[config.mk]
export PLATFORM = sky130hd
export DESIGN_NAME = debug_top
export DESIGN_NICKNAME = d
export VERILOG_FILES = /design/src/verilog/dbg_pkg.sv /design/src/verilog/dbg_ifs.sv /design/src/verilog/uart_rx.sv /design/src/verilog/uart_tx.sv /design/src/verilog/mini_cpu.sv /design/src/verilog/reg_collector.sv /design/src/verilog/debug_fsm.sv /design/src/verilog/debug_top.sv
export SDC_FILE = /design/constraint.sdc
export NUM_CORES = 1
export LEC_CHECK = 0
export BUFFER_PORTS_ARGS = -buffer_cell sky130_fd_sc_hd__buf_4
export CORE_ASPECT_RATIO = 0.7
export CORE_MARGIN = 5
export CORE_UTILIZATION = 50
export DETAILED_ROUTE_END_ITERATION = 8
export MAX_ROUTING_LAYER = met4
export PLACE_DENSITY = 0.73
export SLEW_MARGIN = 20
export SYNTH_ARGS = -nofsm -noshare
export SYNTH_HDL_FRONTEND = slang
export SYNTH_SLANG_ARGS = --single-unit
[constraint.sdc]
create_clock -name clk -period 5.12 [get_ports clk]
set_input_delay 0.768 -clock clk [delete_from_list [all_inputs] [get_ports clk]]
set_output_delay 0.768 -clock clk [all_outputs]
set_load 0.1 [all_outputs]
[src/verilog/dbg_pkg.sv]
`default_nettype none

package dbg_pkg;

	// ####################
	// Sizes
	localparam int data_w       = 8;
	localparam int instr_w      = 16;
	localparam int nregs        = 8;
	localparam int reg_aw       = 3;
	localparam int imem_depth   = 64;
	localparam int pc_w         = 6;
	localparam int clks_per_bit = 16;
	// Dump order is pc then r0 to r7
	localparam int dump_len     = 9;

	// ####################
	// Host command bytes
	localparam logic [7:0] cmd_load = 8'h4C;
	localparam logic [7:0] cmd_run  = 8'h52;
	localparam logic [7:0] cmd_step = 8'h53;
	localparam logic [7:0] resp_bad = 8'hEE;

	// ####################
	// Opcodes not listed here act as no-ops
	localparam logic [3:0] op_add  = 4'h1;
	localparam logic [3:0] op_sub  = 4'h2;
	localparam logic [3:0] op_and  = 4'h3;
	localparam logic [3:0] op_or   = 4'h4;
	localparam logic [3:0] op_xor  = 4'h5;
	localparam logic [3:0] op_li   = 4'h6;
	localparam logic [3:0] op_addi = 4'h7;
	localparam logic [3:0] op_bnz  = 4'h8;
	localparam logic [3:0] op_halt = 4'hF;

	// Debug FSM state codes
	localparam int st_w = 3;
	localparam logic [st_w-1:0] st_idle   = 3'd0;
	localparam logic [st_w-1:0] st_ld_cnt = 3'd1;
	localparam logic [st_w-1:0] st_ld_hi  = 3'd2;
	localparam logic [st_w-1:0] st_ld_lo  = 3'd3;
	localparam logic [st_w-1:0] st_run    = 3'd4;
	localparam logic [st_w-1:0] st_step   = 3'd5;
	localparam logic [st_w-1:0] st_dump   = 3'd6;
	localparam logic [st_w-1:0] st_bad    = 3'd7;

	// One instruction word in register or immediate view
	typedef union packed {
		struct packed {
			logic [3:0] op;
			logic [2:0] rd;
			logic [2:0] rs;
			logic [2:0] rt;
			logic [2:0] pad;
		} r_fmt;
		struct packed {
			logic [3:0] op;
			logic [2:0] rd;
			logic [7:0] imm;
			logic       pad;
		} i_fmt;
	} instr_t;

endpackage

`default_nettype wire

[src/verilog/dbg_ifs.sv]
`default_nettype none
`timescale 1ns/1ps

// Byte link between the UART halves and the debug FSM
interface uart_byte_if;
	import dbg_pkg::*;

	logic [data_w-1:0] rx_data;
	logic              rx_done;
	logic [data_w-1:0] tx_data;
	logic              tx_start;
	logic              tx_done;

	modport rx (output rx_data, output rx_done);
	modport tx (input tx_data, input tx_start, output tx_done);
	modport ctrl (input rx_data, input rx_done, input tx_done, output tx_data, output tx_start);
endinterface

// Program load and run control of the core
interface core_dbg_if;
	import dbg_pkg::*;

	logic               imem_we;
	logic [pc_w-1:0]    imem_addr;
	logic [instr_w-1:0] imem_data;
	logic               core_clr;
	logic               run_en;
	logic               halted;
	logic [pc_w-1:0]    pc;

	modport ctrl (
		output imem_we, output imem_addr, output imem_data,
		output core_clr, output run_en, input halted
	);
	modport core (
		input imem_we, input imem_addr, input imem_data,
		input core_clr, input run_en, output halted, output pc
	);
endinterface

`default_nettype wire

[src/verilog/uart_rx.sv]
`default_nettype none
`timescale 1ns/1ps

module uart_rx (
	input  logic    clk,
	input  logic    arst_n,
	input  logic    rx,
	uart_byte_if.rx link
);
	import dbg_pkg::*;

	logic rx_meta;
	logic rx_sync;
	logic rx_prev;
	logic busy;
	logic mid_bit;
	logic [$clog2(clks_per_bit)-1:0] tick_cnt;
	logic [3:0] bit_cnt;
	logic [data_w-1:0] shreg;

	assign mid_bit = (tick_cnt == clks_per_bit / 2 - 1);
	assign link.rx_data = shreg;

	// Line synchronizer that idles high
	always_ff @(posedge clk or negedge arst_n) begin
		if (!arst_n) begin
			rx_meta <= 1'b1;
			rx_sync <= 1'b1;
			rx_prev <= 1'b1;
		end else begin
			rx_meta <= rx;
			rx_sync <= rx_meta;
			rx_prev <= rx_sync;
		end
	end

	// ####################
	// Frame timing
	always_ff @(posedge clk or negedge arst_n) begin
		if (!arst_n) begin
			busy         <= 1'b0;
			tick_cnt     <= '0;
			bit_cnt      <= '0;
			link.rx_done <= 1'b0;
		end else begin
			link.rx_done <= 1'b0;
			if (!busy) begin
				if (rx_prev && !rx_sync) begin
					busy     <= 1'b1;
					tick_cnt <= '0;
					bit_cnt  <= '0;
				end
			end else begin
				if (tick_cnt == clks_per_bit - 1) begin
					tick_cnt <= '0;
					bit_cnt  <= bit_cnt + 1'b1;
				end else begin
					tick_cnt <= tick_cnt + 1'b1;
				end
				if (mid_bit) begin
					// Start bit gone high again means a glitch
					if (bit_cnt == 0 && rx_sync)
						busy <= 1'b0;
					if (bit_cnt == data_w + 1) begin
						busy         <= 1'b0;
						link.rx_done <= rx_sync;
					end
				end
			end
		end
	end

	// Data bits arrive LSB first
	always_ff @(posedge clk) begin
		if (busy && mid_bit && bit_cnt != 0 && bit_cnt <= data_w)
			shreg <= {rx_sync, shreg[data_w-1:1]};
	end

endmodule

`default_nettype wire

[src/verilog/uart_tx.sv]
`default_nettype none
`timescale 1ns/1ps

module uart_tx (
	input  logic    clk,
	input  logic    arst_n,
	output logic    tx,
	uart_byte_if.tx link
);
	import dbg_pkg::*;

	logic busy;
	logic [$clog2(clks_per_bit)-1:0] tick_cnt;
	logic [3:0] bit_cnt;
	// Stop, data and start bits shifted out from bit 0
	logic [data_w+1:0] frame;

	// Idle frame is all ones so the line rests high
	assign tx = frame[0];

	always_ff @(posedge clk or negedge arst_n) begin
		if (!arst_n) begin
			busy         <= 1'b0;
			tick_cnt     <= '0;
			bit_cnt      <= '0;
			frame        <= '1;
			link.tx_done <= 1'b0;
		end else begin
			link.tx_done <= 1'b0;
			if (!busy) begin
				if (link.tx_start) begin
					busy     <= 1'b1;
					tick_cnt <= '0;
					bit_cnt  <= '0;
					frame    <= {1'b1, link.tx_data, 1'b0};
				end
			end else if (tick_cnt == clks_per_bit - 1) begin
				tick_cnt <= '0;
				frame    <= {1'b1, frame[data_w+1:1]};
				if (bit_cnt == data_w + 1) begin
					// End of stop bit
					busy         <= 1'b0;
					link.tx_done <= 1'b1;
				end else begin
					bit_cnt <= bit_cnt + 1'b1;
				end
			end else begin
				tick_cnt <= tick_cnt + 1'b1;
			end
		end
	end

endmodule

`default_nettype wire

[src/verilog/mini_cpu.sv]
`default_nettype none
`timescale 1ns/1ps

module mini_cpu (
	input  logic                      clk,
	input  logic                      arst_n,
	core_dbg_if.core                  dbg,
	input  logic [dbg_pkg::reg_aw-1:0] rd_idx,
	output logic [dbg_pkg::data_w-1:0] rd_val
);
	import dbg_pkg::*;

	logic [instr_w-1:0] imem [imem_depth];
	logic [data_w-1:0]  regs [nregs];
	logic [pc_w-1:0]    pc_q;
	logic               halted_q;

	instr_t            ir;
	logic [data_w-1:0] rs_val;
	logic [data_w-1:0] rt_val;
	logic [data_w-1:0] rd_cur;
	logic [data_w-1:0] result;
	logic              wr_en;
	logic              halt_now;
	logic [pc_w-1:0]   pc_next;

	assign dbg.pc     = pc_q;
	assign dbg.halted = halted_q;
	assign rd_val     = regs[rd_idx];

	// Program memory written only by the debug loader
	always_ff @(posedge clk) begin
		if (dbg.imem_we)
			imem[dbg.imem_addr] <= dbg.imem_data;
	end

	assign ir = imem[pc_q];

	// ####################
	// Decode and execute
	always_comb begin
		rs_val   = regs[ir.r_fmt.rs];
		rt_val   = regs[ir.r_fmt.rt];
		rd_cur   = regs[ir.i_fmt.rd];
		result   = rs_val;
		wr_en    = 1'b0;
		halt_now = 1'b0;
		pc_next  = pc_q + 1'b1;
		case (ir.r_fmt.op)
			op_add: begin
				result = rs_val + rt_val;
				wr_en  = 1'b1;
			end
			op_sub: begin
				result = rs_val - rt_val;
				wr_en  = 1'b1;
			end
			op_and: begin
				result = rs_val & rt_val;
				wr_en  = 1'b1;
			end
			op_or: begin
				result = rs_val | rt_val;
				wr_en  = 1'b1;
			end
			op_xor: begin
				result = rs_val ^ rt_val;
				wr_en  = 1'b1;
			end
			op_li: begin
				result = ir.i_fmt.imm;
				wr_en  = 1'b1;
			end
			op_addi: begin
				result = rd_cur + ir.i_fmt.imm;
				wr_en  = 1'b1;
			end
			op_bnz: begin
				if (rd_cur != '0)
					pc_next = ir.i_fmt.imm[pc_w-1:0];
			end
			op_halt: begin
				// pc stays on the halt word
				halt_now = 1'b1;
				pc_next  = pc_q;
			end
			default: ;
		endcase
	end

	// ####################
	// Architectural state
	always_ff @(posedge clk or negedge arst_n) begin
		if (!arst_n) begin
			pc_q     <= '0;
			halted_q <= 1'b0;
			for (int i = 0; i < nregs; i++)
				regs[i] <= '0;
		end else if (dbg.core_clr) begin
			pc_q     <= '0;
			halted_q <= 1'b0;
			for (int i = 0; i < nregs; i++)
				regs[i] <= '0;
		end else if (dbg.run_en && !halted_q) begin
			pc_q     <= pc_next;
			halted_q <= halt_now;
			if (wr_en)
				regs[ir.r_fmt.rd] <= result;
		end
	end

endmodule

`default_nettype wire

[src/verilog/reg_collector.sv]
`default_nettype none
`timescale 1ns/1ps

module reg_collector (
	input  logic                       clk,
	input  logic                       arst_n,
	input  logic                       start,
	input  logic                       next,
	input  logic [dbg_pkg::pc_w-1:0]   pc,
	output logic [dbg_pkg::reg_aw-1:0] rd_idx,
	input  logic [dbg_pkg::data_w-1:0] rd_val,
	output logic [dbg_pkg::data_w-1:0] byte_out
);
	import dbg_pkg::*;

	// Position within the dump
	logic [$clog2(dump_len)-1:0] idx;

	always_ff @(posedge clk or negedge arst_n) begin
		if (!arst_n) begin
			idx <= '0;
		end else if (start) begin
			idx <= '0;
		end else if (next && idx < dump_len - 1) begin
			idx <= idx + 1'b1;
		end
	end

	// Byte 0 is the pc, then one register per byte
	assign rd_idx = reg_aw'(idx - 1'b1);

	always_comb begin
		if (idx == '0)
			byte_out = {{(data_w - pc_w){1'b0}}, pc};
		else
			byte_out = rd_val;
	end

endmodule

`default_nettype wire

[src/verilog/debug_fsm.sv]
`default_nettype none
`timescale 1ns/1ps

module debug_fsm (
	input  logic                       clk,
	input  logic                       arst_n,
	uart_byte_if.ctrl                  link,
	core_dbg_if.ctrl                   dbg,
	output logic                       col_start,
	output logic                       col_next,
	input  logic [dbg_pkg::data_w-1:0] col_byte
);
	import dbg_pkg::*;

	logic [st_w-1:0]             state;
	logic [pc_w:0]               load_left;
	logic [pc_w-1:0]             load_addr;
	logic [data_w-1:0]           hi_byte;
	logic [$clog2(dump_len)-1:0] dump_cnt;
	// One idle cycle so the core and collector settle before the first byte
	logic                        settle;
	logic                        tx_wait;

	always_ff @(posedge clk or negedge arst_n) begin
		if (!arst_n) begin
			state         <= st_idle;
			load_left     <= '0;
			load_addr     <= '0;
			hi_byte       <= '0;
			dump_cnt      <= '0;
			settle        <= 1'b0;
			tx_wait       <= 1'b0;
			dbg.imem_we   <= 1'b0;
			dbg.imem_addr <= '0;
			dbg.imem_data <= '0;
			dbg.core_clr  <= 1'b0;
			dbg.run_en    <= 1'b0;
			col_start     <= 1'b0;
			col_next      <= 1'b0;
			link.tx_start <= 1'b0;
			link.tx_data  <= '0;
		end else begin
			// Strobes last one cycle
			dbg.imem_we   <= 1'b0;
			dbg.core_clr  <= 1'b0;
			dbg.run_en    <= 1'b0;
			col_start     <= 1'b0;
			col_next      <= 1'b0;
			link.tx_start <= 1'b0;
			case (state)
				st_idle: begin
					if (link.rx_done) begin
						case (link.rx_data)
							cmd_load: begin
								dbg.core_clr <= 1'b1;
								state        <= st_ld_cnt;
							end
							cmd_run:  state <= st_run;
							cmd_step: state <= st_step;
							default:  state <= st_bad;
						endcase
					end
				end
				// ####################
				// Program load
				st_ld_cnt: begin
					if (link.rx_done) begin
						load_addr <= '0;
						if (link.rx_data == '0)
							state <= st_idle;
						else begin
							if (link.rx_data > imem_depth)
								load_left <= (pc_w + 1)'(imem_depth);
							else
								load_left <= link.rx_data[pc_w:0];
							state <= st_ld_hi;
						end
					end
				end
				st_ld_hi: begin
					if (link.rx_done) begin
						hi_byte <= link.rx_data;
						state   <= st_ld_lo;
					end
				end
				st_ld_lo: begin
					if (link.rx_done) begin
						dbg.imem_we   <= 1'b1;
						dbg.imem_addr <= load_addr;
						dbg.imem_data <= {hi_byte, link.rx_data};
						load_addr     <= load_addr + 1'b1;
						load_left     <= load_left - 1'b1;
						state         <= (load_left == 1) ? st_idle : st_ld_hi;
					end
				end
				// ####################
				// Execution
				st_run: begin
					if (dbg.halted) begin
						col_start <= 1'b1;
						settle    <= 1'b1;
						dump_cnt  <= '0;
						state     <= st_dump;
					end else begin
						dbg.run_en <= 1'b1;
					end
				end
				st_step: begin
					dbg.run_en <= 1'b1;
					col_start  <= 1'b1;
					settle     <= 1'b1;
					dump_cnt   <= '0;
					state      <= st_dump;
				end
				// ####################
				// Replies
				st_dump: begin
					if (settle) begin
						settle <= 1'b0;
					end else if (!tx_wait) begin
						link.tx_start <= 1'b1;
						link.tx_data  <= col_byte;
						col_next      <= 1'b1;
						tx_wait       <= 1'b1;
					end else if (link.tx_done) begin
						tx_wait <= 1'b0;
						if (dump_cnt == dump_len - 1)
							state <= st_idle;
						else
							dump_cnt <= dump_cnt + 1'b1;
					end
				end
				st_bad: begin
					if (!tx_wait) begin
						link.tx_start <= 1'b1;
						link.tx_data  <= resp_bad;
						tx_wait       <= 1'b1;
					end else if (link.tx_done) begin
						tx_wait <= 1'b0;
						state   <= st_idle;
					end
				end
				default: state <= st_idle;
			endcase
		end
	end

endmodule

`default_nettype wire

[src/verilog/debug_top.sv]
`default_nettype none
`timescale 1ns/1ps

module debug_top (
	input  logic clk,
	input  logic arst_n,
	input  logic uart_rxd,
	output logic uart_txd
);
	import dbg_pkg::*;

	uart_byte_if u_byte_if ();
	core_dbg_if  u_core_if ();

	// Collector handshake and register read port
	logic              col_start;
	logic              col_next;
	logic [data_w-1:0] col_byte;
	logic [reg_aw-1:0] rd_idx;
	logic [data_w-1:0] rd_val;

	uart_rx u_uart_rx (.clk(clk), .arst_n(arst_n), .rx(uart_rxd), .link(u_byte_if.rx));

	uart_tx u_uart_tx (.clk(clk), .arst_n(arst_n), .tx(uart_txd), .link(u_byte_if.tx));

	mini_cpu u_mini_cpu (
		.clk(clk), .arst_n(arst_n), .dbg(u_core_if.core), .rd_idx(rd_idx), .rd_val(rd_val)
	);

	reg_collector u_reg_collector (
		.clk(clk), .arst_n(arst_n), .start(col_start), .next(col_next), .pc(u_core_if.pc),
		.rd_idx(rd_idx), .rd_val(rd_val), .byte_out(col_byte)
	);

	debug_fsm u_debug_fsm (
		.clk(clk), .arst_n(arst_n), .link(u_byte_if.ctrl), .dbg(u_core_if.ctrl),
		.col_start(col_start), .col_next(col_next), .col_byte(col_byte)
	);

endmodule

`default_nettype wire

==> results of run 1 <==
==> logic make-up (layout without fill, tap and decap cells) <==
family / Yosys count / after routing / share of synthesized area [%]
other: 0 / 1 / 0
AND/OR/NAND/NOR: 524 / 524 / 5.00
buffers and inverters: 218 / 716 / 2.34
flip-flops: 1140 / 1140 / 68.0
AO/OA/AOI/OAI: 495 / 495 / 7.21
multiplexers: 481 / 481 / 15.7
adder cells (fa/ha/maj): 47 / 47 / 1.23
XOR/XNOR: 29 / 29 / 0.532
==> synthesized netlist by cell type (11+ instances only) <==
| library cell | number | area share, % |
|---|---|---|
| buf_1 | 16 | 0.12 |
| nand3_1 | 77 | 0.78 |
| a22o_1 | 54 | 0.96 |
| mux2_2 | 48 | 1.1 |
| nand2_1 | 132 | 1.0 |
| a21o_1 | 14 | 0.21 |
| buf_2 | 39 | 0.40 |
| buf_4 | 28 | 0.43 |
| nor2b_1 | 25 | 0.32 |
| a32oi_1 | 19 | 0.34 |
| inv_1 | 53 | 0.40 |
| nor2_1 | 173 | 1.3 |
| mux4_2 | 213 | 9.8 |
| xnor2_1 | 19 | 0.34 |
| buf_6 | 19 | 0.44 |
| dfstp_2 | 12 | 0.64 |
| ha_1 | 45 | 1.1 |
| nand2b_1 | 15 | 0.19 |
| o21ai_1 | 17 | 0.17 |
| edfxtp_1 | 968 | 59 |
| mux4_1 | 11 | 0.59 |
| o22ai_1 | 20 | 0.25 |
| nand4_1 | 16 | 0.20 |
| a22oi_1 | 42 | 0.64 |
| o21ai_0 | 88 | 0.90 |
| a21oi_1 | 84 | 0.86 |
| clkbuf_1 | 55 | 0.42 |
| a211oi_1 | 24 | 0.37 |
| a221oi_1 | 31 | 0.55 |
| dfrtp_1 | 160 | 8.1 |
| mux2i_1 | 207 | 4.2 |
| nor3_1 | 26 | 0.26 |
==> repair_timing <==
item,CTS,global route
endpoints found under the setup margin,57,56
pin swaps,43,24
hold buffers,0,0
cloned,4,0
setup buffers,17,4
gates resized for setup,111,26
==> flip-flops by register name (all words and copies together), names as in the netlist, 7 cells and up <==
signal	count
u_debug_fsm.dbg.imem_data	15
u_debug_fsm.hi_byte	8
u_debug_fsm.link.tx_data	8
u_debug_fsm.load_left	7
u_mini_cpu.imem	960
u_mini_cpu.regs	64
u_uart_rx.link.rx_data	8
u_uart_tx.frame	9
==> path summary, 6_finish.rpt <==
check / start / to / slack [ps] / cells after the start
setup / recovery: u_mini_cpu.dbg.pc[0] / u_mini_cpu.regs[39] / -500 / 26
setup reg to reg: u_mini_cpu.dbg.pc[0] / u_mini_cpu.regs[39] / -500 / 26
hold reg to reg: u_uart_rx.rx_meta / u_uart_rx.rx_sync / 360 / 0
max in group asynchronous: arst_n / u_mini_cpu.regs[9] / 3850 / 2
min in group clk: uart_rxd / u_uart_rx.rx_meta / 160 / 1
hold / removal: arst_n / u_mini_cpu.regs[7] / 120 / 1
==> metal layers <==
layer  part of all wire, %  up-vias
met5                     0        -
met4                   2.4        0
met3                    13      272
met2                    43     1987
met1                    42    15900
li1                      -    12600
==> area by class of cell <==
cell class              instances  area share (%)
clock inverters                68            1.20
well taps                    1323            2.84
repair buffers                463            7.30
inverters                      58           0.382
flip-flops and latches       1140            57.4
diodes                          1         0.00429
clock buffers                 127            4.74
multi-input cells            1576            26.2
==> per-stage QoR <==
step	setup slack, ps	utilization (%)
floorplan	-225	-
global placement	-934	55.1
detailed placement	-919	55.1
CTS	-421	59.4
global route	-652	59.6
finish	-499	59.6
==> worst max-delay path, stage by stage (launching register included) <==
cell	delay [ps]
dfrtp_4	560
buf_12	170
buf_16	170
buf_12	150
buf_4	150
mux2i_2	200
o221ai_1	170
a21oi_1	220
nor2_2	100
mux4_2	510
buf_12	170
buf_4	170
a211oi_1	260
a21oi_1	80
o21ai_2	170
inv_1	90
ha_1	300
a21o_1	160
a21o_1	170
a21o_1	160
a21o_1	180
a21o_1	190
a21oi_4	190
xnor2_4	240
xnor2_4	210
a32oi_1	250
nand2_1	80
==> power groups by stage <==
stage	Combinational [W]	Sequential, W	Clock, W
global placement	0.000158	0.0102	0
floorplan	0.000120	0.0102	0
finish	0.000177	0.0100	0.00795
global route	0.000202	0.0100	0.00841
CTS	0.000177	0.0100	0.00801
detailed placement	0.000174	0.0102	0
==> impl_metrics.csv, run 1 <==
group,metric,value,unit
setup_path,crit_required,5710,ps
power_and_ir_drop,p_int,0.0145,W
sta,rsz0062_at_grt,"yes",
cts,clk_latency,720,ps
power_and_ir_drop,peakVddDrop,0.287,mV
yosys,synth_cell_type_count,98,
setup_path,cp_data_arrival_time,6200,ps
placed_design,finalWeightedCongestion,0.989,
cts,root_buffer,"clkbuf_16",
finish,nNetsFinal,3394,
routing,route.detailed.drc,0,
placed_design,dp_hpwl,98.2,mm
power_and_ir_drop,swShare,20.3,%
global_routing,grt_max_degree,92,
status,violations,"setup timing",
power_and_ir_drop,p_leak,19.9,nW
sta,max_freq,0.178,GHz
sta,finalCriticalPeriod,5620,ps
sta,slew-limit-headroom,26.5,%
finish,area_growth_syn_to_layout,18.6,%
sta,finalClockSkew,35.8,ps
finish,final_common_cell,"edfxtp_1",
finish,design_area,58300,sq um
global_routing,grt_use_met2,39.2,%
routing,via_per_inst,6.48,
worst_hold_path,hold_class,"input pin to asynchronous set/reset pin",
routing,vias,30800,
sta,hold_viol,0,
yosys,async_flop_share,15.1,%
sta,period_share,110,%
placed_design,dp_cells,4538,
power_and_ir_drop,p_clk_share,43.8,%
power_and_ir_drop,switchingPower,0.00368,W
sta,hold_slack,117,ps
floorplanning,rows,96,
sta,final_max_slew_viol_count,0,
global_routing,use_met3,9.30,%
sta,worst_pin_slew,1100,ps
yosys,synth-seq-cells,1140,
placed_design,postPlaceCellArea,53900,sq um
global_routing,grtUsageTotal,28.4,%
setup_path,cp-end-kind,"flop",
global_routing,first_global_vias,30100,
power_and_ir_drop,pwr-share-seq,55.2,%
cts,cts_made_buffers,105,
floorplanning,die_area,105000,sq um
floorplanning,core_area,97800,sq um
sta,setup_ws,-499,ps
routing,firstDrtPassIters,6,
yosys,netlist_area,49100,sq um
setup_path,path_max_fanout,13,
routing,post_drt_wl_per_cell,30.6,microns
yosys,syn_area_per_cell,16.7,sq um
finish,fin_cells,4756,
global_routing,grt_antenna_before_repair,2,
global_routing,grt_util_met1,41.8,%
global_routing,grt_pass1_wl,210,mm
setup_path,crit_type,"flop to flop",
floorplanning,ioPinCount,4,
status,status,"complete, but fails checks",
yosys,synth_nets,2984,
cts,htreeDepth,3,
routing,ant_nets,0,
setup_path,cp-start-kind,"flop",
finish,drive_above_1_share,31.0,%
routing,wl,146,mm
placed_design,port_buffers,3,
cts,cts_sinks,1140,
cts,clkTransAtPathRegs,70,ps
finish,n_fill_cell,7084,
yosys,synth_edf_count,968,
routing,drt_iter0_markers,4154,
finish,seqCellArea,33400,sq um
flow_run,cap_viol_max_count,0,
global_routing,top_usage_layer,"met1",
yosys,synth_seq_area_share,68.0,%
power_and_ir_drop,power_density,312,nW/um^2
sta,fin_tns_setup,-13160,ps
yosys,synthCells,2934,
cts,cts_buffer_depth,3,
cts,cts_tree,"built",
finish,final_cell_mix,"edfxtp_1, buf_4, mux4_2, mux2i_1, nor2_1",
yosys,synth_top_flop_cell,"edfxtp_1",
floorplanning,start_util,50.3,%
finish,multiInputGateArea,15300,sq um
power_and_ir_drop,p_total,0.0182,W
yosys,yosysWarnings,0,
global_routing,grt.overflow.total,0,
power_and_ir_drop,power_frac_comb,1.0,%
floorplanning,fp.dieW,385,microns
sta,final-setup-viol-count,53,
floorplanning,die_y,272,microns
Power figures use the tool's default switching activity.
==> run 2, diff against run 1 <==
--- a/config.mk
+++ b/config.mk
@@ -8,10 +8,10 @@
 export BUFFER_PORTS_ARGS = -buffer_cell sky130_fd_sc_hd__buf_4
 export CORE_ASPECT_RATIO = 0.7
 export CORE_MARGIN = 5
-export CORE_UTILIZATION = 50
+export CORE_UTILIZATION = 52
 export DETAILED_ROUTE_END_ITERATION = 8
 export MAX_ROUTING_LAYER = met4
-export PLACE_DENSITY = 0.73
+export PLACE_DENSITY = 0.75
 export SLEW_MARGIN = 20
 export SYNTH_ARGS = -nofsm -noshare
 export SYNTH_HDL_FRONTEND = slang
==> run 2 against run 1 <==
The flow still finishes with violations (setup timing); clock-buffer cell count grew 3; critical path depth shrank 3; cell count shrank 1.9%; routed wire length shrank 1.5%; via count shrank 0.59%; sequential cell count is the same; global-route usage grew 0.87 points; register-to-register slack gained 90 ps; maximum frequency grew 1.7%; critical path type unchanged; largest power group unchanged.
==> impl_metrics.csv, run 2 (synthesis gave the netlist of run 1 again) <==
group,metric,value,unit
sta,hold_slack,153,ps
sta,worst_pin_slew,1150,ps
cts,cts_made_buffers,102,
cts,cts_buffer_depth,3,
setup_path,path_buf_inv,3,
floorplanning,start_util,52.3,%
setup_path,crit_type,"flop to flop",
setup_path,cp-start-kind,"flop",
finish,final_cell_mix,"edfxtp_1, buf_4, mux4_2, mux2i_1, nor2_1",
sta,final_max_slew_viol_count,0,
worst_hold_path,hold_class,"input pin to asynchronous set/reset pin",
cts,cts_sinks,1140,
sta,hold_viol,0,
finish,final_common_cell,"edfxtp_1",
global_routing,grt_pass1_wl,208,mm
routing,post_drt_wl_per_cell,30.8,microns
setup_path,crit_slowest_cell,"mux4_2",
cts,root_buffer,"clkbuf_16",
routing,ant_nets,0,
status,status,"complete, but fails checks",
routing,via_per_inst,6.57,
finish,final_util,61.6,%
floorplanning,die_y,267,microns
finish,largest_reg_flops,960,
status,violations,"setup timing",
power_and_ir_drop,peakVddDrop,0.325,mV
routing,firstDrtPassIters,5,
finish,drive_above_1_share,30.6,%
sta,final-setup-viol-count,41,
setup_path,crit_required,5770,ps
setup_path,path_delay_family,"multiplexers",
sta,rsz0062_at_grt,"yes",
sta,max_freq,0.181,GHz
sta,period_share,108,%
setup_path,cp_data_arrival_time,6170,ps
floorplanning,core_area,93900,sq um
flow_run,cap_viol_max_count,0,
power_and_ir_drop,p_leak,19.8,nW
power_and_ir_drop,power_density,314,nW/um^2
cts,cts_tree,"built",
floorplanning,die_area,101000,sq um
sta,setup_ws,-405,ps
global_routing,grt_antenna_before_repair,6,
routing,wl,144,mm
setup_path,path_cells,"buf_12 -> buf_16 -> mux4_2 -> mux4_2 -> nand2_2 -> nand4_4 -> nand2_4 -> mux4_2 -> mux2_4 -> inv_4 -> ha_4 -> mux2i_4 -> ha_1 -> a21o_1 -> a21o_1 -> a21o_1 -> a21o_1 -> a21o_1 -> a21oi_2 -> xnor2_2 -> xnor2_2 -> a32oi_1 -> nand2_1",
cts,clkTransAtPathRegs,70,ps
floorplanning,fp.dieW,377,microns
sta,slew-limit-headroom,23.0,%
cts,htreeDepth,3,
finish,top_regs,"u_mini_cpu.imem x960, u_mini_cpu.regs x64, u_debug_fsm.dbg.imem_data x15",
setup_path,cp-end-kind,"flop",
setup_path,cp_common_cell,"a21o_1",
placed_design,port_buffers,3,
setup_path,path_max_fanout,8,
global_routing,first_global_vias,30300,
cts,clk_latency,730,ps
routing,vias,30600,
global_routing,grt.overflow.total,0,
routing,route.detailed.drc,0,
setup_path,cp_slowest_stage_delay,540,ps
cts,holdBufCountCts,0,
floorplanning,ioPinCount,4,
placed_design,dp_hpwl,96.1,mm
finish,area_growth_syn_to_layout,17.6,%
sta,finalClockSkew,37.5,ps
routing,drt_iter0_markers,4362,
global_routing,grtUsageTotal,29.3,%
sta,finalCriticalPeriod,5530,ps
floorplanning,rows,94,
finish,nNetsFinal,3378,
placed_design,finalWeightedCongestion,1.07,
finish,top_register,"u_mini_cpu.imem",
global_routing,grt_max_degree,105,
[run 2: cell count changes in the layout (fill, tap and decap cells not counted), sizes merged]
cell / change
nor2: +1
clkinv: -17
inv: +3
clkinvlp: +4
bufbuf: -1
diode: +4
bufinv: -1
buf: -13
clkbuf: +3
[run 2: worst paths after layout]
kind	cells past startpoint	endpoint	slack, ps	start
min in group clk	1	u_uart_rx.rx_meta	150	uart_rxd
max	23	u_mini_cpu.regs[39]	-410	u_mini_cpu.dbg.pc[0]
min reg2reg	0	u_uart_rx.rx_sync	360	u_uart_rx.rx_meta
min	1	u_reg_collector.idx[0]	150	arst_n
max reg2reg	23	u_mini_cpu.regs[39]	-410	u_mini_cpu.dbg.pc[0]
max in group asynchronous	2	u_mini_cpu.regs[40]	3900	arst_n
[run 2: where the power goes]
group	switching [W]	total [W]	internal, W
logic	0.000108	0.000179	0.0000716
registers	0.0000522	0.0100	0.00998
clock network	0.00354	0.00791	0.00437
[run 2: cell type report]
cell class / count / area (sq um)
Multi-Input combinational cell: 1577 / 15100
Timing Repair Buffer: 449 / 4010
Clock buffer: 130 / 2760
Antenna cell: 5 / 12.5
Fill cell: 6512 / 36100
Inverter: 58 / 220
Tap cell: 1248 / 1560
Sequential cell: 1140 / 33400
Clock inverter: 57 / 673
[run 2: routing by layer]
metal,GRT usage [%],vias up,part of all wire (%)
met1,42.1,15600,40
li1,-,12600,-
met5,-,-,0
met3,11.0,266,15
met2,40.0,2160,43
met4,7.01,0,2.4
[run 2: per-stage QoR]
| stage | total power [W] | cell area (sq um) | TNS (ps) | instances | setup slack (ps) |
|---|---|---|---|---|---|
| final | 0.0181 | 57800 | -9680 | 4664 | -405 |
| after global routing | 0.0186 | 57800 | -17220 | 4662 | -525 |
| after CTS | 0.0182 | 57500 | -8190 | 4656 | -380 |
| after detailed placement | 0.0104 | 53500 | -18990 | 4444 | -520 |
| after global placement | 0.0104 | 53500 | -17250 | 4444 | -499 |
| after floorplan | 0.0103 | 49200 | -2300 | 2934 | -225 |
[run 2: worst reg2reg max path, cell delays in order, from the launching register on]
cell and delay (ps):
dfrtp_4 460, buf_12 150, buf_16 160, mux4_2 510
mux4_2 540, nand2_2 130, nand4_4 110, nand2_4 110
mux4_2 490, mux2_4 320, inv_4 70, ha_4 190
mux2i_4 150, ha_1 250, a21o_1 170, a21o_1 180
a21o_1 160, a21o_1 180, a21o_1 180, a21oi_2 180
xnor2_2 140, xnor2_2 360, a32oi_1 190, nand2_1 100
[run 2: what timing repair did]
item	CTS	global route
buffers inserted	23	5
resized for setup	74	46
hold endpoints to repair	0	0
gates cloned	4	0
setup endpoints to repair	56	56
pin swaps	46	23
